<file path="config.mk">
export PLATFORM = sky130hd
export DESIGN_NAME = msg_tx_top
export DESIGN_NICKNAME = d
export VERILOG_FILES = /design/src/msg_tx_data_pkg.sv /design/src/msg_tx_reg_pkg.sv /design/src/msg_tx_apb_regs.sv /design/src/msg_tx_buffer.sv /design/src/msg_tx_top.sv /design/src/tx_byte_counter.sv /design/src/tx_ext_fsm.sv
export VERILOG_INCLUDE_DIRS = /design/src /design/src/src
export SDC_FILE = /design/constraint.sdc
export NUM_CORES = 1
export LEC_CHECK = 0
export BUFFER_PORTS_ARGS = -buffer_cell sky130_fd_sc_hd__buf_4
export CAP_MARGIN = 30
export CORE_ASPECT_RATIO = 1.4
export CORE_MARGIN = 10
export CORE_UTILIZATION = 53
export DETAILED_ROUTE_END_ITERATION = 8
export PLACE_DENSITY = 0.74
export SYNTH_ARGS = -nofsm -noshare
export SYNTH_HDL_FRONTEND = slang
export SYNTH_HIERARCHICAL = 1
export SYNTH_SLANG_ARGS = --single-unit
</file>
<file path="constraint.sdc">
create_clock -name clk -period 2.5 [get_ports clk]
set_input_delay 0.5 -clock clk [delete_from_list [all_inputs] [get_ports clk]]
set_output_delay 0.5 -clock clk [all_outputs]
set_load 0.03 [all_outputs]
</file>
<file path="src/msg_tx_config.svh">
`ifndef MSG_TX_CONFIG_SVH
`define MSG_TX_CONFIG_SVH

// byte slots in the message buffer, also the largest length
`define MSG_DEPTH 16

// wide enough to hold a length of MSG_DEPTH
`define MSG_IDX_W 5

`define APB_ADDR_W 12
`define APB_DATA_W 32

`endif

</file>
<file path="src/msg_tx_data_pkg.sv">
`include "msg_tx_config.svh"
`default_nettype none

package msg_tx_data_pkg;

  typedef logic [7:0] msg_byte_t;

  typedef logic [`MSG_IDX_W-1:0] msg_index_t;  // index into the buffer or a length

  typedef enum logic [1:0] {IDLE = 2'd0, TRANSFER = 2'd1, STOP = 2'd2} tx_state_t;

endpackage

`default_nettype wire

</file>
<file path="src/msg_tx_reg_pkg.sv">
`include "msg_tx_config.svh"
`default_nettype none

package msg_tx_reg_pkg;

  // byte slot k of the buffer sits at BUF_BASE + 4*k
  typedef enum logic [`APB_ADDR_W-1:0] {
    CTRL     = 'h000,  // bit 0 start, write only
    LEN      = 'h004,
    STATUS   = 'h008,
    BUF_BASE = 'h100
  } reg_addr_e;

  localparam int CTRL_START_BIT  = 0;
  localparam int STATUS_BUSY_BIT = 0;
  localparam int STATUS_DONE_BIT = 1;  // sticky, write 1 to clear

endpackage

`default_nettype wire

</file>
<file path="src/msg_tx_apb_regs.sv">
`include "msg_tx_config.svh"
`default_nettype none

module msg_tx_apb_regs (
  input  wire                              clk,
  input  wire                              nrst,
  input  wire                              psel,
  input  wire                              penable,
  input  wire                              pwrite,
  input  wire [`APB_ADDR_W-1:0]            paddr,
  input  wire [`APB_DATA_W-1:0]            pwdata,
  input  wire                              busy,
  input  wire                              done,
  output logic [`APB_DATA_W-1:0]           prdata,
  output logic                             pready,
  output logic                             pslverr,
  output logic                             start,
  output msg_tx_data_pkg::msg_index_t      length,
  output logic                             buf_we,
  output msg_tx_data_pkg::msg_index_t      buf_waddr,
  output msg_tx_data_pkg::msg_byte_t       buf_wdata
);

  localparam logic [`APB_ADDR_W-1:0] buf_end = msg_tx_reg_pkg::BUF_BASE + 4 * `MSG_DEPTH;

  logic access;
  logic is_ctrl, is_len, is_status, is_buf;
  logic mapped, blocked, wr_ok;
  logic done_q;
  msg_tx_data_pkg::msg_index_t len_clamped;

  assign access = psel && penable;  // no wait states so this is the completing cycle

  assign is_ctrl   = paddr == msg_tx_reg_pkg::CTRL;
  assign is_len    = paddr == msg_tx_reg_pkg::LEN;
  assign is_status = paddr == msg_tx_reg_pkg::STATUS;
  assign is_buf    = paddr >= msg_tx_reg_pkg::BUF_BASE && paddr < buf_end &&
                     paddr[1:0] == 2'b00;
  assign mapped    = is_ctrl || is_len || is_status || is_buf;

  // software may only clear done while a message is going out
  assign blocked = pwrite && busy && (is_ctrl || is_len || is_buf);
  assign wr_ok   = access && pwrite && mapped && !blocked;

  assign pready  = 1'b1;
  assign pslverr = access && (!mapped || blocked);

  assign buf_we    = wr_ok && is_buf;
  assign buf_waddr = paddr[2 +: `MSG_IDX_W];
  assign buf_wdata = pwdata[7:0];

  assign len_clamped = (pwdata > `MSG_DEPTH) ? msg_tx_data_pkg::msg_index_t'(`MSG_DEPTH)
                                             : pwdata[`MSG_IDX_W-1:0];

  always_ff @(posedge clk or negedge nrst) begin
    if (!nrst) begin
      start  <= 1'b0;
      length <= '0;
      done_q <= 1'b0;
    end else begin
      start <= wr_ok && is_ctrl && pwdata[msg_tx_reg_pkg::CTRL_START_BIT];
      if (wr_ok && is_len)
        length <= len_clamped;
      if (done)
        done_q <= 1'b1;  // a new completion wins over a clear in the same cycle
      else if (wr_ok && is_status && pwdata[msg_tx_reg_pkg::STATUS_DONE_BIT])
        done_q <= 1'b0;
    end
  end

  // the buffer window and CTRL read back as zero
  always_comb begin
    prdata = '0;
    if (is_len) begin
      prdata[`MSG_IDX_W-1:0] = length;
    end else if (is_status) begin
      prdata[msg_tx_reg_pkg::STATUS_BUSY_BIT] = busy;
      prdata[msg_tx_reg_pkg::STATUS_DONE_BIT] = done_q;
    end
  end

  // the FSM must have returned to idle before a new start is accepted
  a_start_idle : assert property (@(posedge clk) disable iff (!nrst)
    $rose(start) |-> !busy);

endmodule

`default_nettype wire

</file>
<file path="src/msg_tx_buffer.sv">
`include "msg_tx_config.svh"
`default_nettype none

module msg_tx_buffer (
  input  wire                               clk,
  input  wire                               nrst,
  input  wire                               we,
  input  wire msg_tx_data_pkg::msg_index_t  waddr,
  input  wire msg_tx_data_pkg::msg_byte_t   wdata,
  input  wire msg_tx_data_pkg::msg_index_t  raddr,
  output msg_tx_data_pkg::msg_byte_t        rdata
);

  localparam int slot_w = $clog2(`MSG_DEPTH);

  msg_tx_data_pkg::msg_byte_t mem [`MSG_DEPTH];

  always_ff @(posedge clk or negedge nrst) begin
    if (!nrst) begin
      for (int i = 0; i < `MSG_DEPTH; i++)
        mem[i] <= '0;
    end else if (we) begin
      mem[waddr[slot_w-1:0]] <= wdata;
    end
  end

  // raddr reaches MSG_DEPTH once a full message has gone out
  assign rdata = (raddr < `MSG_DEPTH) ? mem[raddr[slot_w-1:0]] : '0;

  // the register block decodes the window, so no write may land past the end
  a_waddr_range : assert property (@(posedge clk) disable iff (!nrst)
    we |-> waddr < `MSG_DEPTH);

endmodule

`default_nettype wire

</file>
<file path="src/msg_tx_top.sv">
`include "msg_tx_config.svh"
`default_nettype none

module msg_tx_top (
  input  wire                          clk,
  input  wire                          nrst,
  input  wire                          psel,
  input  wire                          penable,
  input  wire                          pwrite,
  input  wire [`APB_ADDR_W-1:0]        paddr,
  input  wire [`APB_DATA_W-1:0]        pwdata,
  input  wire                          tx_ready,
  output logic [`APB_DATA_W-1:0]       prdata,
  output logic                         pready,
  output logic                         pslverr,
  output logic                         tx_valid,
  output msg_tx_data_pkg::msg_byte_t   tx_data
);

  logic start;
  logic buf_we;
  logic stop;
  logic count_enable;
  logic busy;
  logic done;
  msg_tx_data_pkg::msg_index_t length;
  msg_tx_data_pkg::msg_index_t buf_waddr;
  msg_tx_data_pkg::msg_index_t rd_index;
  msg_tx_data_pkg::msg_byte_t  buf_wdata;
  msg_tx_data_pkg::msg_byte_t  rd_data;

  msg_tx_apb_regs msg_tx_apb_regs_i (
    .clk(clk), .nrst(nrst),
    .psel(psel), .penable(penable), .pwrite(pwrite), .paddr(paddr), .pwdata(pwdata),
    .busy(busy), .done(done),
    .prdata(prdata), .pready(pready), .pslverr(pslverr),
    .start(start), .length(length),
    .buf_we(buf_we), .buf_waddr(buf_waddr), .buf_wdata(buf_wdata)
  );

  msg_tx_buffer msg_tx_buffer_i (
    .clk(clk), .nrst(nrst),
    .we(buf_we), .waddr(buf_waddr), .wdata(buf_wdata),
    .raddr(rd_index), .rdata(rd_data)
  );

  tx_ext_fsm tx_ext_fsm_i (
    .clk(clk), .nrst(nrst),
    .transmit_ready(tx_ready), .msg_tx_ctrl(start), .stop(stop),
    .tx_ctrl(tx_valid), .count_enable(count_enable), .busy(busy), .done(done)
  );

  tx_byte_counter tx_byte_counter_i (
    .clk(clk), .nrst(nrst),
    .start(start), .count_enable(count_enable), .length(length), .rd_data(rd_data),
    .rd_index(rd_index), .stop(stop), .tx_data(tx_data)
  );

endmodule

`default_nettype wire

</file>
<file path="src/tx_byte_counter.sv">
`default_nettype none

module tx_byte_counter (
  input  wire                               clk,
  input  wire                               nrst,
  input  wire                               start,
  input  wire                               count_enable,
  input  wire msg_tx_data_pkg::msg_index_t  length,
  input  wire msg_tx_data_pkg::msg_byte_t   rd_data,
  output msg_tx_data_pkg::msg_index_t       rd_index,
  output logic                              stop,
  output msg_tx_data_pkg::msg_byte_t        tx_data
);

  // rd_index counts issued bytes and also addresses the next one
  always_ff @(posedge clk or negedge nrst) begin
    if (!nrst)
      rd_index <= '0;
    else if (start)
      rd_index <= '0;
    else if (count_enable)
      rd_index <= rd_index + 1'b1;
  end

  always_ff @(posedge clk) begin
    if (count_enable)
      tx_data <= rd_data;  // latched together with the index step
  end

  // high right away for a zero length message
  assign stop = rd_index == length;

  // the FSM only issues while bytes remain, so the count never runs past length
  a_index_bound : assert property (@(posedge clk) disable iff (!nrst)
    count_enable |-> rd_index < length);

endmodule

`default_nettype wire

</file>
<file path="src/tx_ext_fsm.sv">
`default_nettype none

module tx_ext_fsm (
  input  wire   clk,
  input  wire   nrst,
  input  wire   transmit_ready,
  input  wire   msg_tx_ctrl,
  input  wire   stop,
  output logic  tx_ctrl,
  output logic  count_enable,
  output logic  busy,
  output logic  done
);

  msg_tx_data_pkg::tx_state_t state, next_state;
  logic next_tx_ctrl;

  always_ff @(posedge clk or negedge nrst) begin
    if (!nrst) begin
      state   <= msg_tx_data_pkg::IDLE;
      tx_ctrl <= 1'b0;
    end else begin
      state   <= next_state;
      tx_ctrl <= next_tx_ctrl;  // the byte goes out one cycle after the credit
    end
  end

  always_comb begin
    next_state = state;
    case (state)
      msg_tx_data_pkg::IDLE: begin
        if (msg_tx_ctrl)
          next_state = msg_tx_data_pkg::TRANSFER;
      end
      msg_tx_data_pkg::TRANSFER: begin
        if (stop)
          next_state = msg_tx_data_pkg::STOP;
      end
      msg_tx_data_pkg::STOP: begin
        next_state = msg_tx_data_pkg::IDLE;  // one cycle only, long enough to flag done
      end
      default: begin
        next_state = msg_tx_data_pkg::IDLE;
      end
    endcase
  end

  // stop is checked first so a credit in the last cycle issues nothing
  always_comb begin
    next_tx_ctrl = 1'b0;
    count_enable = 1'b0;
    if (state == msg_tx_data_pkg::TRANSFER && !stop && transmit_ready) begin
      next_tx_ctrl = 1'b1;
      count_enable = 1'b1;
    end
  end

  assign busy = state != msg_tx_data_pkg::IDLE;
  assign done = state == msg_tx_data_pkg::STOP;

  // the register block refuses a start during a transfer so one only arrives in IDLE
  a_start_in_idle : assert property (@(posedge clk) disable iff (!nrst)
    msg_tx_ctrl |-> state == msg_tx_data_pkg::IDLE);

endmodule

`default_nettype wire

</file>
==> results.txt, run 1 <==
----------------------------------------------------
[Global routing]
  Antenna violations before repair ... 0
  Vias in the first global route ... approximately 5.3k
  GRT Max-Usage Layer ... met2
  Global routing usage summed across all routing layers ... 19.2%
  Pin count of the biggest net entering global routing ... 54
  M1 GR Usage ... 20.8%
  First-pass GRT wire length ... 29100 um
  Met2 Resource Use GR ... between 30% and 40%
  Met3 usage in global routing ... 5.09%
  Leftover overflow at the end of global routing ... 0

[Clock network]
  Master cell of the clock root buffer ... clkbuf_16
  Clock tree from TritonCTS ... yes
  Number of buffers inserted for hold repair after clock tree synthesis ... 0
  Clock slew at reported path FFs ... 0.06 ns
  H-tree lvl count ... 4
  Sink count of the clock tree ... 151
  Buffers inserted during post-CTS setup optimization ... 0
  Inserted Clock Buffers ... 17
  Later-pin clock latency in the skew report ... ~0.42 ns
  Deepest clock path buffer count ... 2

[Cells and area]
  Layout cell share with drive strength beyond 1 ... 45.0%
  Fin area ... 0.00896 mm^2
  Synthesis-to-finish area growth ... 19.8%
  Antenna Diode Count ... 0
  Fill cell total of the finished layout ... 1028
  Multi-input gate area ... 0.00334 mm^2
  Combined flip-flop and latch cell area ... 0.00382 mm^2
  Net count of the finished layout ... 701

[Detailed routing]
  Initial DRC count ... 313
  Via-to-Cell Ratio ... 5.75
  Via count of the routed design ... 4870
  Number of DRC violations after detailed routing ... 0
  Number of nets with antenna violations after routing ... 0
  Number of iterations in the first detailed-routing pass ... 4
  Detailed-route wire length per cell ... 21.7 um
  Final wirelength ... roughly 18000 um

[Placement]
  Area post-placement ... 0.00829 mm^2
  Buffers added on ports ... 64
  Detail Placement HPWL ... 12900 um
  Worst setup slack before clock tree synthesis ... -0.107 ns
  GPL Wtd Cong ... 0.903

[Timing]
  Tightest Pin Transition ... 0.819 ns
  Final Setup Violations ... 0
  Worst hold slack across all endpoints ... 0.0308 ns
  Number of max-slew violations in the final report ... 0
  Final Hold Fails ... 0
  Shortest clock period the worst path allows after layout ... between 2 and 2.5 ns
  Highest attainable clock frequency ... ~410 MHz
  Total Neg Setup Slack ... 0 ns
  Relative slew margins ... 45.3%
  Final clock period utilization by the worst path ... a little over nine tenths
  Final setup skew ... 0.00952 ns
  Minimum setup slack in the final design ... 0.0789 ns

[Floorplanning]
  Floorplan Core Area ... 0.0139 mm^2
  Die extent in y ... 161 um
  Chip width ... 120 um
  Initial Utilization ... approximately 54%
  Total I/O pin count ... 93
  Std cell rows ... 51
  Area enclosed by the die boundary ... 0.0193 mm^2

[Setup path]
  Flop-to-flop setup slack ... roughly 0.079 ns
  Data arrival time of the critical path ... between 2 and 3 ns
  Worst-path fanout max ... 8
  WP data required ... 2.79 ns
  Start-to-end type of the worst setup path ... flip-flop to flip-flop
  Timing endpoint of the critical path ... msg_tx_buffer_i/mem[61]$_DFFE_PN0P_
  Critical Path End Type ... flip-flop
  Capture instance of the worst register-to-register path ... msg_tx_buffer_i/mem[61]$_DFFE_PN0P_
  Crit. Startpoint ... tx_ext_fsm_i/state[0]$_DFFE_PN0P_
  Worst reg2reg startpoint ... tx_ext_fsm_i/state[0]$_DFFE_PN0P_
  CP startpoint kind ... flip-flop
  Worst Reg-to-Reg Cells ... 9

[Status]
  Run status ... complete, no violations

[Synthesis]
  Mean instance size in the synthesized netlist ... roughly 13 um^2
  Yosys Warn Count ... 6
  Gate count of the mapped netlist ... between 500 and 600
  Post-synthesis instance area ... 0.00748 mm^2

[Run]
  Max Cap Viol ... 0

[Power and ir drop]
  Overall power consumption ... between 5 and 6 mW
  Worst supply voltage drop on vdd ... 0.000445 V
  Leak Pwr ... 4.24 nW
  Pwr Density ... 611 mW/mm^2

[Worst hold path]
  Min-delay worst type ... input pin to asynchronous set/reset pin

----------------------------------------------------
state kept, by name, summed over array words and instances (netlist names):
register / cells
msg_tx_apb_regs_i/length: 5
msg_tx_apb_regs_i/start: 1
tx_ext_fsm_i/tx_ctrl: 1
tx_ext_fsm_i/state: 2
msg_tx_buffer_i/mem: 128
tx_byte_counter_i/tx_data: 8
tx_byte_counter_i/rd_index: 5
msg_tx_apb_regs_i/done_q: 1
cell type report:
cell class	instances	share of cell area (%)
Multi-Input combinational cell	372	37.3
Inverter	5	0.209
Clock inverter	11	1.73
Clock buffer	20	5.46
Tap cell	185	2.58
Sequential cell	151	42.7
Timing Repair Buffer	103	10.1
worst min-delay path by stage:
stage	startpoint	endpoint	slack, ns	cells past startpoint
3_3_place_gp	nrst	msg_tx_buffer_i/mem[55]$_DFFE_PN0P_	0.46	1
6_report	nrst	msg_tx_buffer_i/mem[55]$_DFFE_PN0P_	0.03	1
2_1_floorplan	nrst	msg_tx_apb_regs_i/done_q$_DFFE_PN0P_	0.20	0
3_5_place_dp	nrst	msg_tx_buffer_i/mem[15]$_DFFE_PN0P_	0.47	1
5_1_grt	nrst	msg_tx_buffer_i/mem[55]$_DFFE_PN0P_	0.05	1
4_1_cts	nrst	msg_tx_buffer_i/mem[15]$_DFFE_PN0P_	0.03	1
stage by stage:
stage / cells / utilization, %
finish: 847 / 64.4
global route: 847 / 64.4
CTS: 847 / 64.3
detailed placement: 816 / 59.6
global placement: 816 / 59.6
floorplan: 593 / -
worst max-delay path, cell delays in order, from the launching register on:
cell      delay [ns]
dfrtp_1         0.38
or2_1           0.27
o21bai_1        0.20
a211oi_2        0.26
and2_4          0.20
nor2b_4         0.18
nand2_2         0.10
nor3_4          0.22
buf_12          0.15
mux2_2          0.34
routing by layer:
metal / vias to the layer above / wire length [um]
met1: 2504 / 6910
met3: 26 / 1200
met5: - / 0
li1: 2173 / -
met4: 0 / 462
met2: 167 / 9830
placed cells by master, fill, tap and decap left out, drive strengths merged, types with 2 or more instances in the layout:
cell / n
a211oi: 2
a22o: 2
a22oi: 23
and2: 3
buf: 103
bufinv: 3
clkbuf: 20
clkinv: 2
conb: 28
dfrtp: 143
edfxtp: 8
inv: 10
mux2: 129
mux2i: 51
mux4: 9
nand2: 21
nand2b: 9
nand3: 18
nand4: 7
nor2: 17
nor2b: 4
nor3: 10
nor3b: 2
nor4: 9
o211ai: 3
o41ai: 2
xnor2: 4
xor2: 5
timing repair:
item / in CTS / in global routing
endpoints found under the setup margin: 10 / 85
pin swaps: 0 / 1
gates resized for setup: 1 / 7
power by group:
group / total, mW / internal, mW / switching [mW]
Combinational: 0.270 / 0.0786 / 0.191
Sequential: 2.46 / 2.46 / 0.00257
Clock: 2.74 / 1.73 / 1.01
(Power assumes the default switching activity.)
==> inputs of run 2 (changes only) <==
--- a/config.mk
+++ b/config.mk
@@ -7,12 +7,14 @@
 export NUM_CORES = 1
 export LEC_CHECK = 0
 export BUFFER_PORTS_ARGS = -buffer_cell sky130_fd_sc_hd__buf_4
-export CAP_MARGIN = 30
+export CAP_MARGIN = 20
+export CELL_PAD_IN_SITES_DETAIL_PLACEMENT = 1
+export CELL_PAD_IN_SITES_GLOBAL_PLACEMENT = 1
 export CORE_ASPECT_RATIO = 1.4
 export CORE_MARGIN = 10
-export CORE_UTILIZATION = 53
+export CORE_UTILIZATION = 43
 export DETAILED_ROUTE_END_ITERATION = 8
-export PLACE_DENSITY = 0.74
+export PLACE_DENSITY = 0.73
 export SYNTH_ARGS = -nofsm -noshare
 export SYNTH_HDL_FRONTEND = slang
 export SYNTH_HIERARCHICAL = 1
==> run 2 against run 1 <==
First-iteration DRC count fell by 22%; sequential share of layout area decreased by 0.16 points; sequential power hardly changed; utilization shrank 12 points; critical endpoint is now msg_tx_buffer_i/mem[56]$_DFFE_PN0P_.
==> results.txt, run 2 (same netlist as run 1, synthesis figures left out) <==
----------------------------------------------------
[Floorplanning]
  Floorplan Core Area ... 0.0173 mm^2
  Total I/O pin count ... a little over 90
  Std cell rows ... 57
  Chip width ... around 130 um
  Die extent in y ... 176 um
  Area enclosed by the die boundary ... 0.0231 mm^2
  Initial Utilization ... 43.3%

[Detailed routing]
  Via-to-Cell Ratio ... between 5 and 6
  Detailed-route wire length per cell ... 23.3 um
  Final wirelength ... roughly 21000 um
  Number of nets with antenna violations after routing ... 0
  Via count of the routed design ... just under 5k
  Number of DRC violations after detailed routing ... 0
  Initial DRC count ... roughly 250
  Number of iterations in the first detailed-routing pass ... 4

[Setup path]
  Worst reg2reg startpoint ... tx_ext_fsm_i/state[0]$_DFFE_PN0P_
  Cells traversed along the worst timing path ... or2_1, o21bai_1, a211oi_2, and2_4, nor2b_2, nand2_1, nor3_4, buf_12, mux2_2
  Data arrival time of the critical path ... 2.64 ns
  CP startpoint kind ... flip-flop
  Start-to-end type of the worst setup path ... flip-flop to flip-flop
  Capture instance of the worst register-to-register path ... msg_tx_buffer_i/mem[56]$_DFFE_PN0P_
  Flop-to-flop setup slack ... 0.16 ns
  Worst Reg-to-Reg Cells ... 9
  Critical Path End Type ... flip-flop
  Worst-path cell with the longest stage delay ... dfrtp_1
  WP data required ... ~2.8 ns
  Slowest stage delay, CP ... about 0.37 ns
  Worst-path fanout max ... 8

[Timing]
  Worst hold slack across all endpoints ... 0.464 ns
  Relative slew margins ... 48.9%
  Number of max-slew violations in the final report ... 0
  Highest attainable clock frequency ... around 430 MHz
  Shortest clock period the worst path allows after layout ... 2.34 ns
  Final setup skew ... 0.00842 ns
  Final clock period utilization by the worst path ... 93.5%
  Final Setup Violations ... 0
  RSZ-0062 raised after global routing ... false
  Total Neg Setup Slack ... 0 ns
  Minimum setup slack in the final design ... about 0.16 ns
  Tightest Pin Transition ... around 0.76 ns
  Final Hold Fails ... 0

[Global routing]
  Antenna violations before repair ... 0
  Pin count of the biggest net entering global routing ... 57
  Leftover overflow at the end of global routing ... 0
  First-pass GRT wire length ... 33400 um
  Global routing usage summed across all routing layers ... between 15 and 20%
  Vias in the first global route ... 5791

[Cells and area]
  Fill cell total of the finished layout ... 1774
  Layout cell share with drive strength beyond 1 ... about 45%
  Flip-flop count of the largest register after layout ... 128
  Largest regs ... msg_tx_buffer_i/mem: 128 flops, tx_byte_counter_i/tx_data: 8 flops
  Register bank with the most flops ... msg_tx_buffer_i/mem
  Antenna Diode Count ... 0
  Fin area ... 0.00899 mm^2
  Net count of the finished layout ... roughly 710
  Most frequent cells in the layout ... 142 x dfrtp_1, 128 x mux2_2, 96 x buf_4
  Most frequent standard cell in the layout excluding fill and tap cells ... dfrtp_1
  Synthesis-to-finish area growth ... 20.3%

[Power and ir drop]
  Pwr Density ... 588 mW/mm^2
  Worst supply voltage drop on vdd ... 0.000406 V
  Leak Pwr ... around 4.2 nW

[Clock network]
  Deepest clock path buffer count ... 2
  H-tree lvl count ... 4
  Master cell of the clock root buffer ... clkbuf_16
  Sink count of the clock tree ... 151
  Buffers inserted during post-CTS setup optimization ... 0
  Clock slew at reported path FFs ... ~0.07 ns
  Inserted Clock Buffers ... 17
  Clock tree from TritonCTS ... yes
  Later-pin clock latency in the skew report ... around 0.42 ns

[Worst hold path]
  Startpoint of the worst hold path ... pwdata[8]
  Hold-critical path depth ... 4
  Worst hold endpoint ... msg_tx_apb_regs_i/length[0]$_DFFE_PN0P_
  Min-delay worst type ... input pin to flip-flop

[Status]
  Run status ... complete, no violations

[Placement]
  Buffers added on ports ... 64
  Area post-placement ... about 0.0084 mm^2
  Detail Placement HPWL ... 14900 um
  GPL Wtd Cong ... 0.815
  Worst setup slack before clock tree synthesis ... -0.237 ns

[Run]
  Max Cap Viol ... 0

----------------------------------------------------
-- run 2: layer usage --
layer / GRT usage (%) / vias to the layer above / share of wire (%)
li1: - / 2172 / -
met1: 19.2 / 2598 / 38
met2: 34.9 / 146 / 54
met3: 4.24 / 40 / 3.7
met4: 7.67 / 0 / 3.5
met5: 0 / - / 0
-- run 2: report_power, final --
| group | internal [mW] | switching [mW] | total (mW) |
|---|---|---|---|
| clock network | 1.41 | 1.14 | 2.55 |
| logic | 0.0808 | 0.197 | 0.278 |
| registers | 2.46 | 0.00277 | 2.46 |
-- run 2: cell type report --
class                   count  area [um^2]  share of cell area, %
flip-flops and latches    151         3820                   42.5
multi-input cells         372         3340                   37.1
repair buffers            108          942                   10.5
clock buffers              17          425                   4.73
well taps                 236          295                   3.28
clock inverters            15          155                   1.72
inverters                   5         18.8                  0.209
-- run 2: critical path: cells and delay by family (launching register included) --
| family | cells | cell delay (ns) |
|---|---|---|
| buffers and inverters | 1 | 0.15 |
| DFF | 1 | 0.37 |
| and+or+nand+nor | 5 | 0.92 |
| muxes | 1 | 0.33 |
| AOI/OAI and AO/OA | 2 | 0.44 |
-- run 2: how the worst max path moves through the flow --
| stage | startpoint | to | slack, ns | cells past startpoint |
|---|---|---|---|---|
| 2_1_floorplan | paddr[7] | msg_tx_buffer_i/mem[16]$_DFFE_PN0P_ | 0.02 | 7 |
| 3_3_place_gp | paddr[8] | msg_tx_buffer_i/mem[84]$_DFFE_PN0P_ | -0.14 | 9 |
| 3_5_place_dp | paddr[8] | msg_tx_buffer_i/mem[83]$_DFFE_PN0P_ | -0.24 | 9 |
| 4_1_cts | tx_ext_fsm_i/state[0]$_DFFE_PN0P_ | msg_tx_buffer_i/mem[56]$_DFFE_PN0P_ | 0.02 | 9 |
| 5_1_grt | tx_ext_fsm_i/state[0]$_DFFE_PN0P_ | msg_tx_buffer_i/mem[56]$_DFFE_PN0P_ | 0.007 | 9 |
| 6_report | tx_ext_fsm_i/state[0]$_DFFE_PN0P_ | msg_tx_buffer_i/mem[56]$_DFFE_PN0P_ | 0.16 | 9 |
-- run 2: what timing repair did --
action	in CTS	in global routing
hold buffers	1	0
setup endpoints to repair	11	96
gates resized for setup	1	5
hold endpoints to repair	31	0
-- run 2: per-stage QoR --
step | instances | utilization (%) | power, mW
4_1_cts | 904 | 52.0 | 5.32
5_1_grt | 904 | 52.1 | 5.47
3_3_place_gp | 871 | 48.6 | 2.78
3_5_place_dp | 871 | 48.6 | 2.79
6_report | 904 | 52.1 | 5.29
2_1_floorplan | 593 | - | 2.67
